File: config.mk
export PLATFORM = sky130hd
export DESIGN_NAME = read_return
export DESIGN_NICKNAME = d
export VERILOG_FILES = /design/src/source/vmem_pkg.sv /design/src/source/read_return.sv
export SDC_FILE = /design/constraint.sdc
export NUM_CORES = 1
export LEC_CHECK = 0
export ABC_AREA = 0
export BUFFER_PORTS_ARGS = -buffer_cell sky130_fd_sc_hd__buf_2
export CELL_PAD_IN_SITES_DETAIL_PLACEMENT = 0
export CELL_PAD_IN_SITES_GLOBAL_PLACEMENT = 1
export CORE_AREA = 2 2 84 86
export DETAILED_ROUTE_END_ITERATION = 16
export DIE_AREA = 0 0 86 88
export GPL_TIMING_DRIVEN = 0
export PLACE_DENSITY = 0.85
export SYNTH_ARGS = -nofsm -noshare
export SYNTH_HDL_FRONTEND = slang
export SYNTH_SLANG_ARGS = --single-unit
File: constraint.sdc
create_clock -name vclk -period 0.88
set_input_delay 0.044 -clock vclk [all_inputs]
set_output_delay 0.044 -clock vclk [all_outputs]
set_load 0.02 [all_outputs]
File: src/source/vmem_pkg.sv
`default_nettype none

package vmem_pkg;

	localparam int VMEM_DATA_W      = 16;
	localparam int VMEM_BANK_ADDR_W = 14;
	localparam int VMEM_N_BANKS     = 4;

	typedef struct packed {
		logic [1:0]                  bank;   // top bits pick the bank
		logic [VMEM_BANK_ADDR_W-1:0] offset;
	} vmem_bank_addr_t;

	typedef union packed {
		logic [VMEM_DATA_W-1:0] word;
		vmem_bank_addr_t        split;
	} vmem_addr_u;

	// order is the priority order, sprite first
	typedef enum logic [1:0] {
		CL_SPRITE = 2'd0,
		CL_BG     = 2'd1,
		CL_AUDIO  = 2'd2,
		CL_CPU    = 2'd3
	} client_e;

	typedef logic [3:0] grant_t;   // one-hot by client_e, zero when idle

endpackage

`default_nettype wire

File: src/source/read_return.sv
`timescale 1ns/1ps
`default_nettype none

module read_return
	import vmem_pkg::*;
(
	input  wire                    CLK,
	input  wire                    RSTb,

	input  wire grant_t            grants [VMEM_N_BANKS],
	input  wire [VMEM_DATA_W-1:0]  rdata  [VMEM_N_BANKS],

	output logic [VMEM_DATA_W-1:0] sp_data,
	output logic [VMEM_DATA_W-1:0] bg_data,
	output logic [VMEM_DATA_W-1:0] au_data,
	output logic [VMEM_DATA_W-1:0] cpu_data,
	output logic                   sp_ready,
	output logic                   bg_ready,
	output logic                   au_ready,
	output logic                   cpu_ready
);

	logic [VMEM_DATA_W-1:0] cl_data [4];   // indexed by client_e
	grant_t                 cl_ready;

	// and-or merge, a client sits in at most one bank
	always_comb begin
		cl_ready = '0;
		for (int c = 0; c < 4; c++) begin
			cl_data[c] = '0;
		end
		for (int b = 0; b < VMEM_N_BANKS; b++) begin
			for (int c = 0; c < 4; c++) begin
				if (grants[b][c]) begin
					cl_ready[c] = 1'b1;
					cl_data[c]  = cl_data[c] | rdata[b];
				end
			end
		end
	end

	assign sp_data   = cl_data[CL_SPRITE];
	assign bg_data   = cl_data[CL_BG];
	assign au_data   = cl_data[CL_AUDIO];
	assign cpu_data  = cl_data[CL_CPU];
	assign sp_ready  = cl_ready[CL_SPRITE];
	assign bg_ready  = cl_ready[CL_BG];
	assign au_ready  = cl_ready[CL_AUDIO];
	assign cpu_ready = cl_ready[CL_CPU];

	for (genvar c = 0; c < 4; c++) begin : g_chk
		logic [VMEM_N_BANKS-1:0] banks_of;

		always_comb begin
			for (int b = 0; b < VMEM_N_BANKS; b++) begin
				banks_of[b] = grants[b][c];
			end
		end

		// clients must not hop banks while they hold a grant
		a_one_bank: assert property (@(posedge CLK) disable iff (!RSTb)
			$onehot0(banks_of))
			else $error("client %0d granted by two banks", c);

		a_quiet_data: assert property (@(posedge CLK) disable iff (!RSTb)
			!cl_ready[c] |-> cl_data[c] == '0)
			else $error("client %0d data not zero without ready", c);
	end

endmodule

`default_nettype wire

==> results.json, run 1 <==
{
  "initialDrtViolationCount": 195,
  "cp-start-kind": "input pin",
  "rsz_0062_raised_after_global_routing": "no",
  "antenna_found_initial": 0,
  "synth.lib_cells_used.distinct": 5,
  "critical_path_arrival_ns": 0.83,
  "cell_internal_pwr_w": 0.000745,
  "ant_nets": 0,
  "grt_start_max_net_pins": 11,
  "mean_number_of_vias_per_cell": 5.84,
  "wl_mm": 8.47,
  "place.gp.congestion": 0.898,
  "largest_driver_fanout_on_the_critical_path": 8,
  "globalRouteTotalUtil_pct": 20.0,
  "drv_slew": 0,
  "initial_core_util_pct": 21.5,
  "category_of_the_most_critical_setup_path": "input pin to primary output",
  "die_h_um": 88,
  "timing.critical_path.slowest_stage_cell": "sky130_fd_sc_hd__or4_4",
  "slowest_delay_ns": 0.52,
  "clock_group_share_of_total_power_pct": 0,
  "crit_path_cell_trace": "buf_6 > or4_4 > buf_6",
  "timing.final.ws_setup_ns": 0.00766,
  "drt_pre_antenna_iters": 5,
  "fp.coreArea_um2": 6640,
  "p_seq_share_pct": 0,
  "layout_common_cells": "sky130_fd_sc_hd__buf_2 (129), sky130_fd_sc_hd__a22oi_1 (108), sky130_fd_sc_hd__nand2_1 (64)",
  "cp-end-kind": "primary output",
  "timing.slew.headroom_pct": 84.1,
  "switchingPower_w": 0.00109,
  "dieWidth_um": 86,
  "number_of_port_buffers": 132,
  "worst_hold_path.endpoint": "cpu_ready",
  "vdd_ir_drop_max_uv": 302,
  "mappedNetlistNets": 310,
  "final.min_clock_period_ns": 0.872,
  "hpwl_mm": 6.12,
  "cpMostUsedCell": "sky130_fd_sc_hd__buf_6",
  "post_synthesis_cell_type_with_the_largest_combined_area": "sky130_fd_sc_hd__a22oi_1",
  "area_enclosed_by_the_die_boundary_um2": 7570,
  "avgRoutedWirePerCell_um": 19.0,
  "design.final.nets": 450,
  "post_synth.cell_area_avg_um2": 6.28,
  "cts_hold_buffers": 0,
  "max_clock_freq_mhz": 1150,
  "layout_commonest_cell": "sky130_fd_sc_hd__buf_2",
  "power_switching_share_pct": 59.4,
  "finalHoldWorstSlack_ns": 0.392,
  "hold_start": "grants[11]",
  "routed-via-count": 2606,
  "global_route.overflow_total": 0,
  "share_comb_of_total_power_pct": 100.0,
  "grt_first_pass_wirelength_mm": 12.2,
  "netlist_top_cells_area": "sky130_fd_sc_hd__a22oi_1 (67%), sky130_fd_sc_hd__nand2_1 (17%), sky130_fd_sc_hd__buf_2 (9.8%)",
  "count_of_maximum_capacitance_violations": 0,
  "finalSetupViolCount": 0,
  "vias_in_the_first_global_route": 2414,
  "cellPowerDensity_nw_per_um2": 722,
  "pre_cts_ws_ns": -0.0884,
  "p_leak_nw": 1.23,
  "placementRows": 30,
  "n_antenna_cell": 0,
  "critical_path_required_ns": 0.84,
  "yosysWarnings": 0,
  "synth_sequential_area_ratio_pct": 0,
  "seq_area_um2": 0,
  "outcome": "finished, final reports clean",
  "finalHoldViolCount": 0,
  "synth.cell_area_um2": 1430,
  "finalCritPeriodShare_pct": 99.1,
  "drc": 0,
  "finish.utilization_pct": 38.3,
  "layout-drive-gt1-share_pct": 53.0,
  "yosys.area.top_type_share_pct": 67.1,
  "area_growth_syn_to_layout_pct": 77.8,
  "hold_path_class": "input pin to primary output",
  "min_path_cells": 3,
  "postSynthCellCount": 228,
  "tightestPinTransition_ns": 0.238,
  "final.clkbuf_count": 0,
  "layout.sequential_cells": 0,
  "io_pins": 150
}
what timing repair did:
item | 4_1_cts | 5_1_grt
resized for setup | 35 | 50
endpoints found under the setup margin | 51 | 41
buffers inserted | 0 | 5
cloned | 0 | 1
endpoints found under the hold margin | 0 | 0
pin swaps | 2 | 6
power by group through the flow:
| stage | clock (W) | combinational [W] | sequential (W) |
|---|---|---|---|
| after CTS | 0 | 0.00169 | 0 |
| after global routing | 0 | 0.00197 | 0 |
| final | 0 | 0.00184 | 0 |
| after detailed placement | 0 | 0.00164 | 0 |
| after floorplan | 0 | 0.000955 | 0 |
| after global placement | 0 | 0.00162 | 0 |
critical path: cells and delay by family:
kind / cells / cell delay, ns
AND/OR/NAND/NOR: 1 / 0.52
buffers and inverters: 2 / 0.26
how the worst max path moves through the flow:
stage	startpoint	endpoint	slack [ns]
CTS	grants[10]	au_ready	0.0003
finish	grants[8]	sp_ready	0.008
detailed placement	grants[5]	bg_data[10]	-0.09
floorplan	grants[4]	sp_ready	0.10
global placement	grants[5]	bg_data[10]	-0.09
global route	grants[14]	au_ready	0.00002
per-stage QoR:
| stage | instance area, um2 | power, W | setup TNS (ns) | cells |
|---|---|---|---|---|
| floorplan | 1430 | 0.000955 | 0 | 228 |
| global placement | 2190 | 0.00162 | -2.84 | 440 |
| detailed placement | 2190 | 0.00164 | -2.89 | 440 |
| CTS | 2290 | 0.00169 | 0 | 440 |
| global route | 2540 | 0.00197 | 0 | 446 |
| finish | 2540 | 0.00184 | 0 | 446 |
kinds of logic after synthesis:
group | share of synthesized area (%)
buffers and inverters | 12.9
AOI/OAI and AO/OA | 67.1
and+or+nand+nor | 19.9
synthesized netlist by cell type, drive strengths merged:
cell and number:
a22oi 128, buf 32, nand2 64, or4 4
final cells by class:
| class | instances | area, um2 |
|---|---|---|
| repair buffers | 138 | 756 |
| plain buffers | 32 | 343 |
| well taps | 80 | 100 |
| multi-input cells | 196 | 1350 |
| fillers | 722 | 4100 |
per-layer routing:
layer | global-route usage, % | vias to the layer above | wire length [um]
met4 | 4.62 | 0 | 117
met5 | 0 | - | 0
met2 | 36.0 | 155 | 4320
li1 | - | 1197 | -
met1 | 25.1 | 1240 | 3360
met3 | 3.11 | 14 | 670
Note: power is estimated with default switching activity, not from simulation.
==> run 2, diff against run 1 <==
--- a/config.mk
+++ b/config.mk
@@ -6,7 +6,7 @@
 export NUM_CORES = 1
 export LEC_CHECK = 0
 export ABC_AREA = 0
-export BUFFER_PORTS_ARGS = -buffer_cell sky130_fd_sc_hd__buf_2
+export BUFFER_PORTS_ARGS = -buffer_cell sky130_fd_sc_hd__buf_4
 export CELL_PAD_IN_SITES_DETAIL_PLACEMENT = 0
 export CELL_PAD_IN_SITES_GLOBAL_PLACEMENT = 1
 export CORE_AREA = 2 2 84 86
==> run 2 against run 1 <==
Combinational power increased by 14%. Core utilization increased by 5.2 points. Final cell count decreased by 0.22%. Critical path depth unchanged. Critical endpoint is now bg_ready. Via count decreased by 2.2%. Routed wire length increased by 5.5%. Worst hold slack got worse by 0.0099 ns. Worst setup slack got worse by 0.0054 ns. Largest cell class is now non-clock buffers. Fmax decreased by 0.61%. Cell area increased by 13%. Global-route usage increased by 1.0 points.
==> results.json, run 2 (synthesis gave the netlist of run 1 again) <==
{
  "outcome": "finished, final reports clean",
  "cp-start-kind": "input pin",
  "dieWidth_um": 86,
  "placementRows": 30,
  "timing.slew.headroom_pct": 80.9,
  "post-layout-total-power_w": 0.00210,
  "die_h_um": 88,
  "max_clock_freq_mhz": 1140,
  "p_seq_share_pct": 0,
  "mean_number_of_vias_per_cell": 5.73,
  "grt_first_pass_wirelength_mm": 12.9,
  "clock_group_share_of_total_power_pct": 0,
  "final.min_clock_period_ns": 0.878,
  "hpwl_mm": 6.40,
  "drt_pre_antenna_iters": 5,
  "antenna_found_initial": 0,
  "n_antenna_cell": 0,
  "design.final.nets": 449,
  "vdd_ir_drop_max_uv": 308,
  "place_area_um2": 2520,
  "cellPowerDensity_nw_per_um2": 728,
  "finalInstanceArea_um2": 2890,
  "global_route.overflow_total": 0,
  "seq_area_um2": 0,
  "ant_nets": 0,
  "fillerInstances": 696,
  "area_growth_syn_to_layout_pct": 102,
  "grt_start_max_net_pins": 11,
  "avgRoutedWirePerCell_um": 20.1,
  "place.gp.congestion": 0.889,
  "share_comb_of_total_power_pct": 100.0,
  "cell_internal_pwr_w": 0.000973,
  "critical_path_arrival_ns": 0.83,
  "finalCritPeriodShare_pct": 99.7,
  "category_of_the_most_critical_setup_path": "input pin to primary output",
  "layout.sequential_cells": 0,
  "cp-end-kind": "primary output",
  "fp.coreArea_um2": 6640,
  "initialDrtViolationCount": 199,
  "setup_total_negative_slack_ns": 0,
  "routed-via-count": 2549,
  "number_of_port_buffers": 132,
  "layout_commonest_cell": "sky130_fd_sc_hd__buf_4",
  "layout_common_cells": "sky130_fd_sc_hd__buf_4 (138), sky130_fd_sc_hd__a22oi_1 (100), sky130_fd_sc_hd__nand2_1 (63)",
  "finalHoldViolCount": 0,
  "globalRouteTotalUtil_pct": 21.1,
  "hold_path_class": "input pin to primary output",
  "wl_mm": 8.93,
  "final.clkbuf_count": 0,
  "finalHoldWorstSlack_ns": 0.382,
  "io_pins": 150,
  "multiInputGateArea_um2": 1390,
  "critical_path_required_ns": 0.84,
  "largest_driver_fanout_on_the_critical_path": 7,
  "finalSetupViolCount": 0,
  "switchingPower_w": 0.00113,
  "power_switching_share_pct": 53.7,
  "area_enclosed_by_the_die_boundary_um2": 7570,
  "drv_slew": 0,
  "count_of_maximum_capacitance_violations": 0,
  "layout-drive-gt1-share_pct": 55.3,
  "vias_in_the_first_global_route": 2580,
  "p_leak_nw": 1.36,
  "drc": 0,
  "initial_core_util_pct": 21.5,
  "tightestPinTransition_ns": 0.286
}
-- run 2: changes by cell type in the layout (fill, tap and decap cells not counted), sizes merged --
cell and delta:
buf -1
-- run 2: metrics by stage --
stage | util (%) | std cells | setup WS (ns)
final | 43.5 | 445 | 0.00229
after global routing | 43.5 | 445 | -0.00252
after CTS | 39.4 | 440 | 0.0000405
after detailed placement | 38.0 | 440 | -0.0992
after global placement | 38.0 | 440 | -0.102
after floorplan | - | 228 | 0.102
-- run 2: power by group through the flow --
| stage | combinational [W] | sequential (W) | clock [W] |
|---|---|---|---|
| 6_report | 0.00210 | 0 | 0 |
| 3_5_place_dp | 0.00189 | 0 | 0 |
| 4_1_cts | 0.00194 | 0 | 0 |
| 2_1_floorplan | 0.000955 | 0 | 0 |
| 5_1_grt | 0.00223 | 0 | 0 |
| 3_3_place_gp | 0.00188 | 0 | 0 |
-- run 2: critical path: stages --
cell	delay, ns
sky130_fd_sc_hd__buf_12	0.11
sky130_fd_sc_hd__or4_4	0.53
sky130_fd_sc_hd__buf_6	0.15
-- run 2: area by class of cell --
type                            instances  area share (%)
Multi-Input combinational cell        196            48.1
Timing Repair Buffer                  137            36.4
Buffer                                 32            12.0
Tap cell                               80            3.47
-- run 2: worst paths after layout --
check	to	slack (ns)	cells past startpoint	start
worst max-delay path	bg_ready	0.002	3	grants[13]
worst min-delay path	cpu_ready	0.38	3	grants[11]
-- run 2: repair_timing --
| item | in CTS | in global routing |
|---|---|---|
| gates cloned | 0 | 1 |
| setup endpoints to repair | 49 | 39 |
| resized for setup | 30 | 64 |
| hold buffers | 0 | 0 |
| setup buffers | 0 | 4 |
| pin swaps | 2 | 6 |
-- run 2: routing by layer --
metal | part of all wire (%) | GRT usage (%)
met5 | 0 | 0
met4 | 1.7 | 6.20
met3 | 7.0 | 2.73
met2 | 52 | 38.2
met1 | 40 | 25.9
