[config.mk]
export PLATFORM = sky130hd
export DESIGN_NAME = bank_arbiter_flat
export DESIGN_NICKNAME = d
export VERILOG_FILES = /design/src/source/vmem_pkg.sv /design/src/source/bank_port_if.sv /design/src/source/bank_arbiter.sv /design/src/flat_wrapper.sv
export SDC_FILE = /design/constraint.sdc
export NUM_CORES = 1
export LEC_CHECK = 0
export BUFFER_PORTS_ARGS = -buffer_cell sky130_fd_sc_hd__buf_2
export CORE_AREA = 4 4 74 76
export CTS_CLUSTER_DIAMETER = 30
export DETAILED_ROUTE_END_ITERATION = 7
export DIE_AREA = 0 0 78 80
export HOLD_SLACK_MARGIN = 0.05
export PLACE_DENSITY = 0.71
export SYNTH_ARGS = -nofsm -noshare
export SYNTH_HDL_FRONTEND = slang
export SYNTH_SLANG_ARGS = --single-unit
[constraint.sdc]
create_clock -name CLK -period 5.1 [get_ports CLK]
set_clock_uncertainty 0.05 [all_clocks]
set_input_delay 0.255 -clock CLK [delete_from_list [all_inputs] [get_ports CLK]]
set_output_delay 0.255 -clock CLK [all_outputs]
set_load 0.01 [all_outputs]
[src/source/vmem_pkg.sv]
`default_nettype none

package vmem_pkg;

	localparam int VMEM_DATA_W      = 16;
	localparam int VMEM_BANK_ADDR_W = 14;
	localparam int VMEM_N_BANKS     = 4;

	typedef struct packed {
		logic [1:0]                  bank;   // top bits pick the bank
		logic [VMEM_BANK_ADDR_W-1:0] offset;
	} vmem_bank_addr_t;

	typedef union packed {
		logic [VMEM_DATA_W-1:0] word;
		vmem_bank_addr_t        split;
	} vmem_addr_u;

	// order is the priority order, sprite first
	typedef enum logic [1:0] {
		CL_SPRITE = 2'd0,
		CL_BG     = 2'd1,
		CL_AUDIO  = 2'd2,
		CL_CPU    = 2'd3
	} client_e;

	typedef logic [3:0] grant_t;   // one-hot by client_e, zero when idle

endpackage

`default_nettype wire

[src/source/bank_port_if.sv]
`timescale 1ns/1ps
`default_nettype none

interface bank_port_if
	import vmem_pkg::*;
#(
	parameter int DATA_W      = VMEM_DATA_W,
	parameter int BANK_ADDR_W = VMEM_BANK_ADDR_W
);

	logic [BANK_ADDR_W-1:0] addr;
	logic [DATA_W-1:0]      wdata;
	logic                   wr;
	logic [DATA_W-1:0]      rdata;   // registered read of last addr

	modport arb (
		output addr,
		output wdata,
		output wr,
		input  rdata
	);

	modport ram (
		input  addr,
		input  wdata,
		input  wr,
		output rdata
	);

endinterface

`default_nettype wire

[src/source/bank_arbiter.sv]
`timescale 1ns/1ps
`default_nettype none

module bank_arbiter
	import vmem_pkg::*;
#(
	parameter int unsigned BANK_ID = 0
) (
	input  wire                   CLK,
	input  wire                   RSTb,

	input  wire [15:0]            sp_addr,
	input  wire                   sp_valid,
	input  wire [15:0]            bg_addr,
	input  wire                   bg_valid,
	input  wire [15:0]            au_addr,
	input  wire                   au_valid,
	input  wire [15:0]            cpu_addr,
	input  wire                   cpu_valid,
	input  wire [VMEM_DATA_W-1:0] cpu_wdata,
	input  wire                   cpu_wr,

	bank_port_if.arb              mem,
	output grant_t                grant
);

	vmem_addr_u req_addr [4];   // indexed by client_e
	grant_t     req_valid;
	grant_t     hit;             // valid and aimed at this bank
	grant_t     grant_r;
	grant_t     grant_next;
	client_e    pick;
	client_e    held;
	client_e    sel;
	logic       active;

	always_comb begin
		req_addr[CL_SPRITE].word = sp_addr;
		req_addr[CL_BG].word     = bg_addr;
		req_addr[CL_AUDIO].word  = au_addr;
		req_addr[CL_CPU].word    = cpu_addr;
	end

	assign req_valid = {cpu_valid, au_valid, bg_valid, sp_valid};

	always_comb begin
		hit = '0;
		for (int i = 0; i < 4; i++) begin
			hit[i] = req_valid[i] && (req_addr[i].split.bank == 2'(BANK_ID));
		end
	end

	// fixed priority, lowest index wins
	always_comb begin
		pick = CL_CPU;
		for (int i = 3; i >= 0; i--) begin
			if (hit[i])
				pick = client_e'(i);
		end
	end

	// encode current holder
	always_comb begin
		held = CL_CPU;
		for (int i = 3; i >= 0; i--) begin
			if (grant_r[i])
				held = client_e'(i);
		end
	end

	always_comb begin
		grant_next = grant_r;
		sel        = held;
		active     = 1'b0;
		if (grant_r == '0) begin
			if (hit != '0) begin
				sel              = pick;
				active           = 1'b1;
				grant_next[pick] = 1'b1;
			end
		end else begin
			active = 1'b1;
			if (!req_valid[held])
				grant_next = '0;   // released, idle next cycle
		end
	end

	always_ff @(posedge CLK) begin
		if (!RSTb)
			grant_r <= '0;
		else
			grant_r <= grant_next;
	end

	assign grant = grant_r;

	// holder's offset goes straight to the ram, also while granted
	always_comb begin
		mem.addr  = '0;
		mem.wdata = '0;
		mem.wr    = 1'b0;
		if (active) begin
			mem.addr = req_addr[sel].split.offset;
			if (sel == CL_CPU) begin
				mem.wdata = cpu_wdata;
				mem.wr    = cpu_wr && cpu_valid;   // no write once valid drops
			end
		end
	end

	a_grant_onehot: assert property (@(posedge CLK) disable iff (!RSTb)
		$onehot0(grant_r))
		else $error("bank %0d grant not one-hot", BANK_ID);

	// a write always belongs to a cpu grant that is live next cycle
	a_wr_cpu_only: assert property (@(posedge CLK) disable iff (!RSTb)
		mem.wr |=> grant_r[CL_CPU])
		else $error("bank %0d write without cpu grant", BANK_ID);

endmodule

`default_nettype wire

[src/flat_wrapper.sv]
// flat-port wrapper written by rule: the top's interface ports become plain ports
module bank_arbiter_flat import vmem_pkg::*;
#(
	parameter int unsigned BANK_ID = 0
)
  (CLK, RSTb, sp_addr, sp_valid, bg_addr, bg_valid, au_addr, au_valid, cpu_addr, cpu_valid, cpu_wdata, cpu_wr, grant, mem_addr, mem_wdata, mem_wr, mem_rdata);
  bank_port_if mem_i ();
  input  wire CLK;
  input  wire RSTb;
  input  wire [15:0] sp_addr;
  input  wire sp_valid;
  input  wire [15:0] bg_addr;
  input  wire bg_valid;
  input  wire [15:0] au_addr;
  input  wire au_valid;
  input  wire [15:0] cpu_addr;
  input  wire cpu_valid;
  input  wire [VMEM_DATA_W-1:0] cpu_wdata;
  input  wire cpu_wr;
  output grant_t grant;
  output wire logic [$bits(mem_i.addr)-1:0] mem_addr;
  output wire logic [$bits(mem_i.wdata)-1:0] mem_wdata;
  output wire logic [$bits(mem_i.wr)-1:0] mem_wr;
  input wire logic [$bits(mem_i.rdata)-1:0] mem_rdata;
  assign mem_addr = mem_i.addr;
  assign mem_wdata = mem_i.wdata;
  assign mem_wr = mem_i.wr;
  assign mem_i.rdata = mem_rdata;
  bank_arbiter #(.BANK_ID(BANK_ID)) u_core (.CLK(CLK), .RSTb(RSTb), .sp_addr(sp_addr), .sp_valid(sp_valid), .bg_addr(bg_addr), .bg_valid(bg_valid), .au_addr(au_addr), .au_valid(au_valid), .cpu_addr(cpu_addr), .cpu_valid(cpu_valid), .cpu_wdata(cpu_wdata), .cpu_wr(cpu_wr), .mem(mem_i), .grant(grant));
endmodule
==> results.yml, run 1 <==
cts:
  path_clk_slew_ns: 0.03
  cts.sinks: 4
  htree_levels: 1
  cts_tree: "yes"
  cts-root-buf: "clkbuf_8"
  cts_setup_buffers: 0
  cts.path.max_buffers: 2
  post_cts_resized: 0
  ctsHoldBuffers: 0
  clkLatencyLatePin_ns: 0.22
  cts_buffers: 3
sta:
  slew_violations: 0
  slew_headroom: 0.214
  finalHoldViolations: 0
  fmax_mhz: 340
  setup_ws_ns: 2.16
  finalCriticalPeriod_ns: 2.94
  grt_setup_unrepaired: "no"
  fin_setup_tns_ns: 0
  tightest_slew_ns: 1.18
  finalSetupViolations: 0
  period_share: 0.577
final_layout:
  final_common_cell: "buf_2"
  n_antenna_cell: 0
  largest_reg_flops: 4
  final_cell_mix: "buf_2, o21a_1"
  fin_nets: 447
  syn_to_final_growth_pct: 38.9
  drive_gt1_frac: 0.404
run_status:
  status: "finished, final reports clean"
logic_synthesis:
  synth_top_area_cell: "o21a_1"
  yosysSeqAreaShare: 0.0488
  syn_nets: 351
  syn_area_per_cell_um2: 6.61
  synth_area_um2: 1640
  yosys.cell_types.count: 36
  synth_area_leaders: "o21a_1, o211ai_1, a31oi_1, nand4_1, nand3_1"
  synth_cells: 248
  synth_seq_cells: 4
  yosys_warnings: 0
  synth.top_cell.area_share: 0.133
routing:
  drtIter0Drc: 109
  firstDrtPassIters: 4
  wire_per_inst_um: 16.9
  routed_via_density: 6.04
  ant_nets: 0
  drt_wl_total_um: 6910
  drc: 0
  vias: 2472
die:
  design.die.area_um2: 6240
  start_util: 0.347
  row_count: 25
  core-area_um2: 4720
  die_h_um: 80
  ios: 138
  die_w_um: 78
pwr:
  vdd_drop_max_mv: 0.0857
  leakagePower_nw: 1.10
  switchingPower_mw: 0.144
  p_comb_frac: 0.697
  swShare: 0.433
  p_per_area_nw_per_um2: 146
  clkPwrFrac: 0.200
  p_int_mw: 0.188
  seq_power_share: 0.104
setup_path:
  cp-end-kind: "output pin"
  cp.arrival_ns: 2.64
  start_kind: "input port"
  criticalPathCategory: "in2out"
  worstPathMaxFanout: 31
  rr_startpoint: "u_core.grant[0]$_SDFFE_PN0P_"
  cp.required_ns: 4.80
  crit_start: "sp_valid"
  rrSetupSlack_ns: 3.25
place:
  dp_hpwl_um: 4690
  gp_congestion: 0.722
  dp_slack_ns: 2.12
  port_buffers: 121
run:
  drv_cap: 0
hold_path:
  hold_start: "RSTb"
  worst_hold_path_type: "in2reg"
global_routing:
  grt_max_degree: 58
  grt_pass1_wl_um: 10800
  grt.overflow.total: 0
  antenna_found_initial: 0
  grt_util_all_layers: 0.206
  first_global_vias: 2361
-- final timing paths --
check | cells past startpoint | end
worst max-delay path | 6 | mem_wdata[12]
worst max register to register | 5 | u_core.grant[3]$_SDFFE_PN0P_
worst min register to register | 2 | u_core.grant[2]$_SDFFE_PN0P_
worst min-delay path | 2 | u_core.grant[0]$_SDFFE_PN0P_
-- synth_stat cells --
library cell	instances
o21ai_0	2
nor4_2	1
or2_2	1
o211ai_1	28
nor2_1	6
a31oi_1	28
buf_6	2
a41oi_1	1
a22o_1	14
a22o_4	1
or2_1	1
a221oi_1	1
nand4_1	28
o21a_1	29
buf_2	4
a21o_1	1
o21ai_1	1
o221a_2	1
nand2_1	2
or4_4	1
or3b_1	3
buf_1	4
and3_1	2
clkbuf_1	25
nor3_1	1
nor2b_1	1
a21boi_1	2
a21oi_1	1
nand3_1	28
inv_1	1
a311o_1	1
nor3b_2	1
nand3b_1	1
nor3b_1	3
dfxtp_1	4
and2_1	17
-- cell families (layout without fill, tap and decap cells) --
group	count (synthesis)	count (layout)	synth area share
AOI/OAI and AO/OA	111	111	0.503
DFF	4	4	0.0488
and+or+nand+nor	97	97	0.354
buffers and inverters	36	130	0.0946
-- per-layer routing --
metal	vias up	global-route usage	wire [µm]
met2	139	0.394	3300
met4	0	0.0332	32
met5	-	0	0
met3	4	0.0564	815
met1	1136	0.229	2760
li1	1193	-	-
-- through the flow --
stage	utilization	hold slack (ns)	instances	power, mW	instance area [µm²]
4_1_cts	0.482	0.244	409	0.334	2280
2_1_floorplan	-	0.323	248	0.179	1640
3_5_place_dp	0.474	0.463	406	0.266	2240
3_3_place_gp	0.474	0.462	406	0.263	2240
6_report	0.482	0.248	409	0.332	2280
5_1_grt	0.482	0.252	409	0.358	2280
-- final cells by class --
class,instances,area (µm²)
Tap cell,67,83.8
Fill cell,490,2440
Clock buffer,3,41.3
Sequential cell,4,80.1
Timing Repair Buffer,126,643
Inverter,1,3.75
Multi-Input combinational cell,208,1430
-- critical path, stage by stage --
cell and delay (ns):
buf_2 0.11, or3b_1 0.88, a41oi_1 0.26, nor4_2 0.74
and2_1 0.25, buf_2 0.13
-- power by group through the flow --
stage          Clock [mW]  Combinational, mW  Sequential (mW)
2_1_floorplan           0              0.144           0.0348
3_3_place_gp            0              0.228           0.0348
3_5_place_dp            0              0.231           0.0349
4_1_cts            0.0676              0.232           0.0344
5_1_grt            0.0687              0.254           0.0346
6_report           0.0663              0.231           0.0344
(Power assumes the default switching activity.)
==> run 2, diff against run 1 <==
PLACE_DENSITY = 0.74   (was 0.71)
clock period = 2.4 ns   (was 5.1 ns; I/O delays follow)
==> run 2 against run 1 <==
Clock-buffer cell count stayed put. Setup slack worse by 2.1 ns. Worst hold slack worse by 0.15 ns. Total power is 120% higher. Cell area is 2.2% higher. First-iteration DRC count is 77% higher. Utilization is 1.1 points higher. Clock power is 130% higher. Global-route usage is 0.18 points higher. Highest routed layer unchanged.
==> results.yml, run 2 (synthesis results as in run 1) <==
sta:
  slew_headroom: 0.283
  finalCriticalPeriod_ns: 2.33
  finalSetupViolations: 0
  period_share: 0.971
  fmax_mhz: 429
  tightest_slew_ns: 1.07
  finalHoldViolations: 0
  slew_violations: 0
  holdWs_ns: 0.0981
  grt_setup_unrepaired: "no"
die:
  row_count: 25
  ios: 138
  core-area_um2: 4720
  die_w_um: 78
  start_util: 0.347
  design.die.area_um2: 6240
  die_h_um: 80
global_routing:
  grt_max_degree: 37
  grt.overflow.total: 0
  antenna_found_initial: 0
  grt_util_all_layers: 0.208
  first_global_vias: 2221
  grt_pass1_wl_um: 10800
place:
  port_buffers: 121
  dp_hpwl_um: 4840
  gp_congestion: 0.782
pwr:
  vdd_drop_max_mv: 0.142
  leakagePower_nw: 1.13
  p_per_area_nw_per_um2: 311
  totalPowerFinal_mw: 0.724
setup_path:
  cp.arrival_ns: 2.16
  worstPathMaxFanout: 35
  crit_path_top_delay_cell: "or4_4"
  criticalPathCategory: "reg2out"
  cp-end-kind: "output pin"
  worst_path_largest_cell_delay_ns: 0.58
  cp.required_ns: 2.23
  start_kind: "register"
  crit_chain: "buf_4 > or4_4 > a22o_4 > a22o_1 > buf_2"
cts:
  cts_tree: "yes"
  cts_buffers: 3
  cts-root-buf: "clkbuf_8"
  htree_levels: 1
  cts.path.max_buffers: 2
  cts.sinks: 4
  path_clk_slew_ns: 0.04
  clkLatencyLatePin_ns: 0.22
final_layout:
  n_antenna_cell: 0
  largest_reg_flops: 4
  fin_nets: 452
  drive_gt1_frac: 0.418
  final_common_cell: "buf_2"
  final_cell_mix: "buf_2, o21a_1"
  syn_to_final_growth_pct: 42.0
routing:
  drc: 0
  wire_per_inst_um: 17.1
  vias: 2512
  routed_via_density: 6.07
  firstDrtPassIters: 4
  drtIter0Drc: 193
  drt_wl_total_um: 7080
  ant_nets: 0
hold_path:
  worst_hold_path_type: "in2reg"
run:
  drv_cap: 0
run_status:
  status: "finished, final reports clean"
-- run 2: cell types whose count changed in the layout (fill, tap and decap cells not counted), sizes merged --
cell,previous run,this run
buf,126,130
nor2,6,7
-- run 2: worst max-delay path: cells and delay by family, from the launching register on --
family | cells | cell delay [ns]
AND/OR/NAND/NOR | 1 | 0.58
AO/OA/AOI/OAI | 2 | 0.57
flip-flops | 1 | 0.36
buffers and inverters | 2 | 0.43
-- run 2: layout make-up --
cell class                 count  area, µm²
clock buffer                   3       41.3
fill                         474       2390
inverter                       1       3.75
multi-input combinational    209       1440
sequential                     4       80.1
tap                           67       83.8
timing repair buffer         130        677
-- run 2: per-layer routing --
metal	share of wire	GRT usage	routed length, µm	up-vias
met2	0.49	0.373	3450	171
met1	0.39	0.256	2770	1129
met5	0	0	0	-
li1	-	-	-	1206
met3	0.11	0.0418	802	6
met4	0.0078	0.0402	55	0
-- run 2: worst paths after layout --
path / start / to / slack (ns) / depth (start not counted)
max: u_core.grant[1]$_SDFFE_PN0P_ / mem_addr[5] / 0.07 / 5
min: RSTb / u_core.grant[0]$_SDFFE_PN0P_ / 0.1 / 2
min reg2reg: u_core.grant[2]$_SDFFE_PN0P_ / u_core.grant[2]$_SDFFE_PN0P_ / 0.57 / 2
max reg2reg: u_core.grant[1]$_SDFFE_PN0P_ / u_core.grant[3]$_SDFFE_PN0P_ / 0.49 / 5
-- run 2: power breakdown --
part           switching, mW  total (mW)  internal, mW
clock network         0.0425       0.150         0.108
logic                  0.270       0.499         0.229
registers            0.00503      0.0744        0.0694
-- run 2: repair_timing --
item | 4_1_cts | 5_1_grt
hold buffers | 0 | 0
gates cloned | 1 | 0
setup endpoints to repair | 14 | 31
buffers inserted | 0 | 0
pin swaps | 1 | 0
gates resized for setup | 0 | 4
-- run 2: through the flow --
step | TNS [ns] | instance area (µm²) | utilization | setup WS, ns | cells
after floorplan | 0 | 1640 | - | 0.586 | 248
after global placement | -0.00334 | 2270 | 0.480 | -0.00334 | 410
after detailed placement | -0.687 | 2270 | 0.480 | -0.0647 | 410
after CTS | 0 | 2310 | 0.490 | 0.0375 | 414
after global routing | 0 | 2330 | 0.493 | 0.0101 | 414
final | 0 | 2330 | 0.493 | 0.0694 | 414
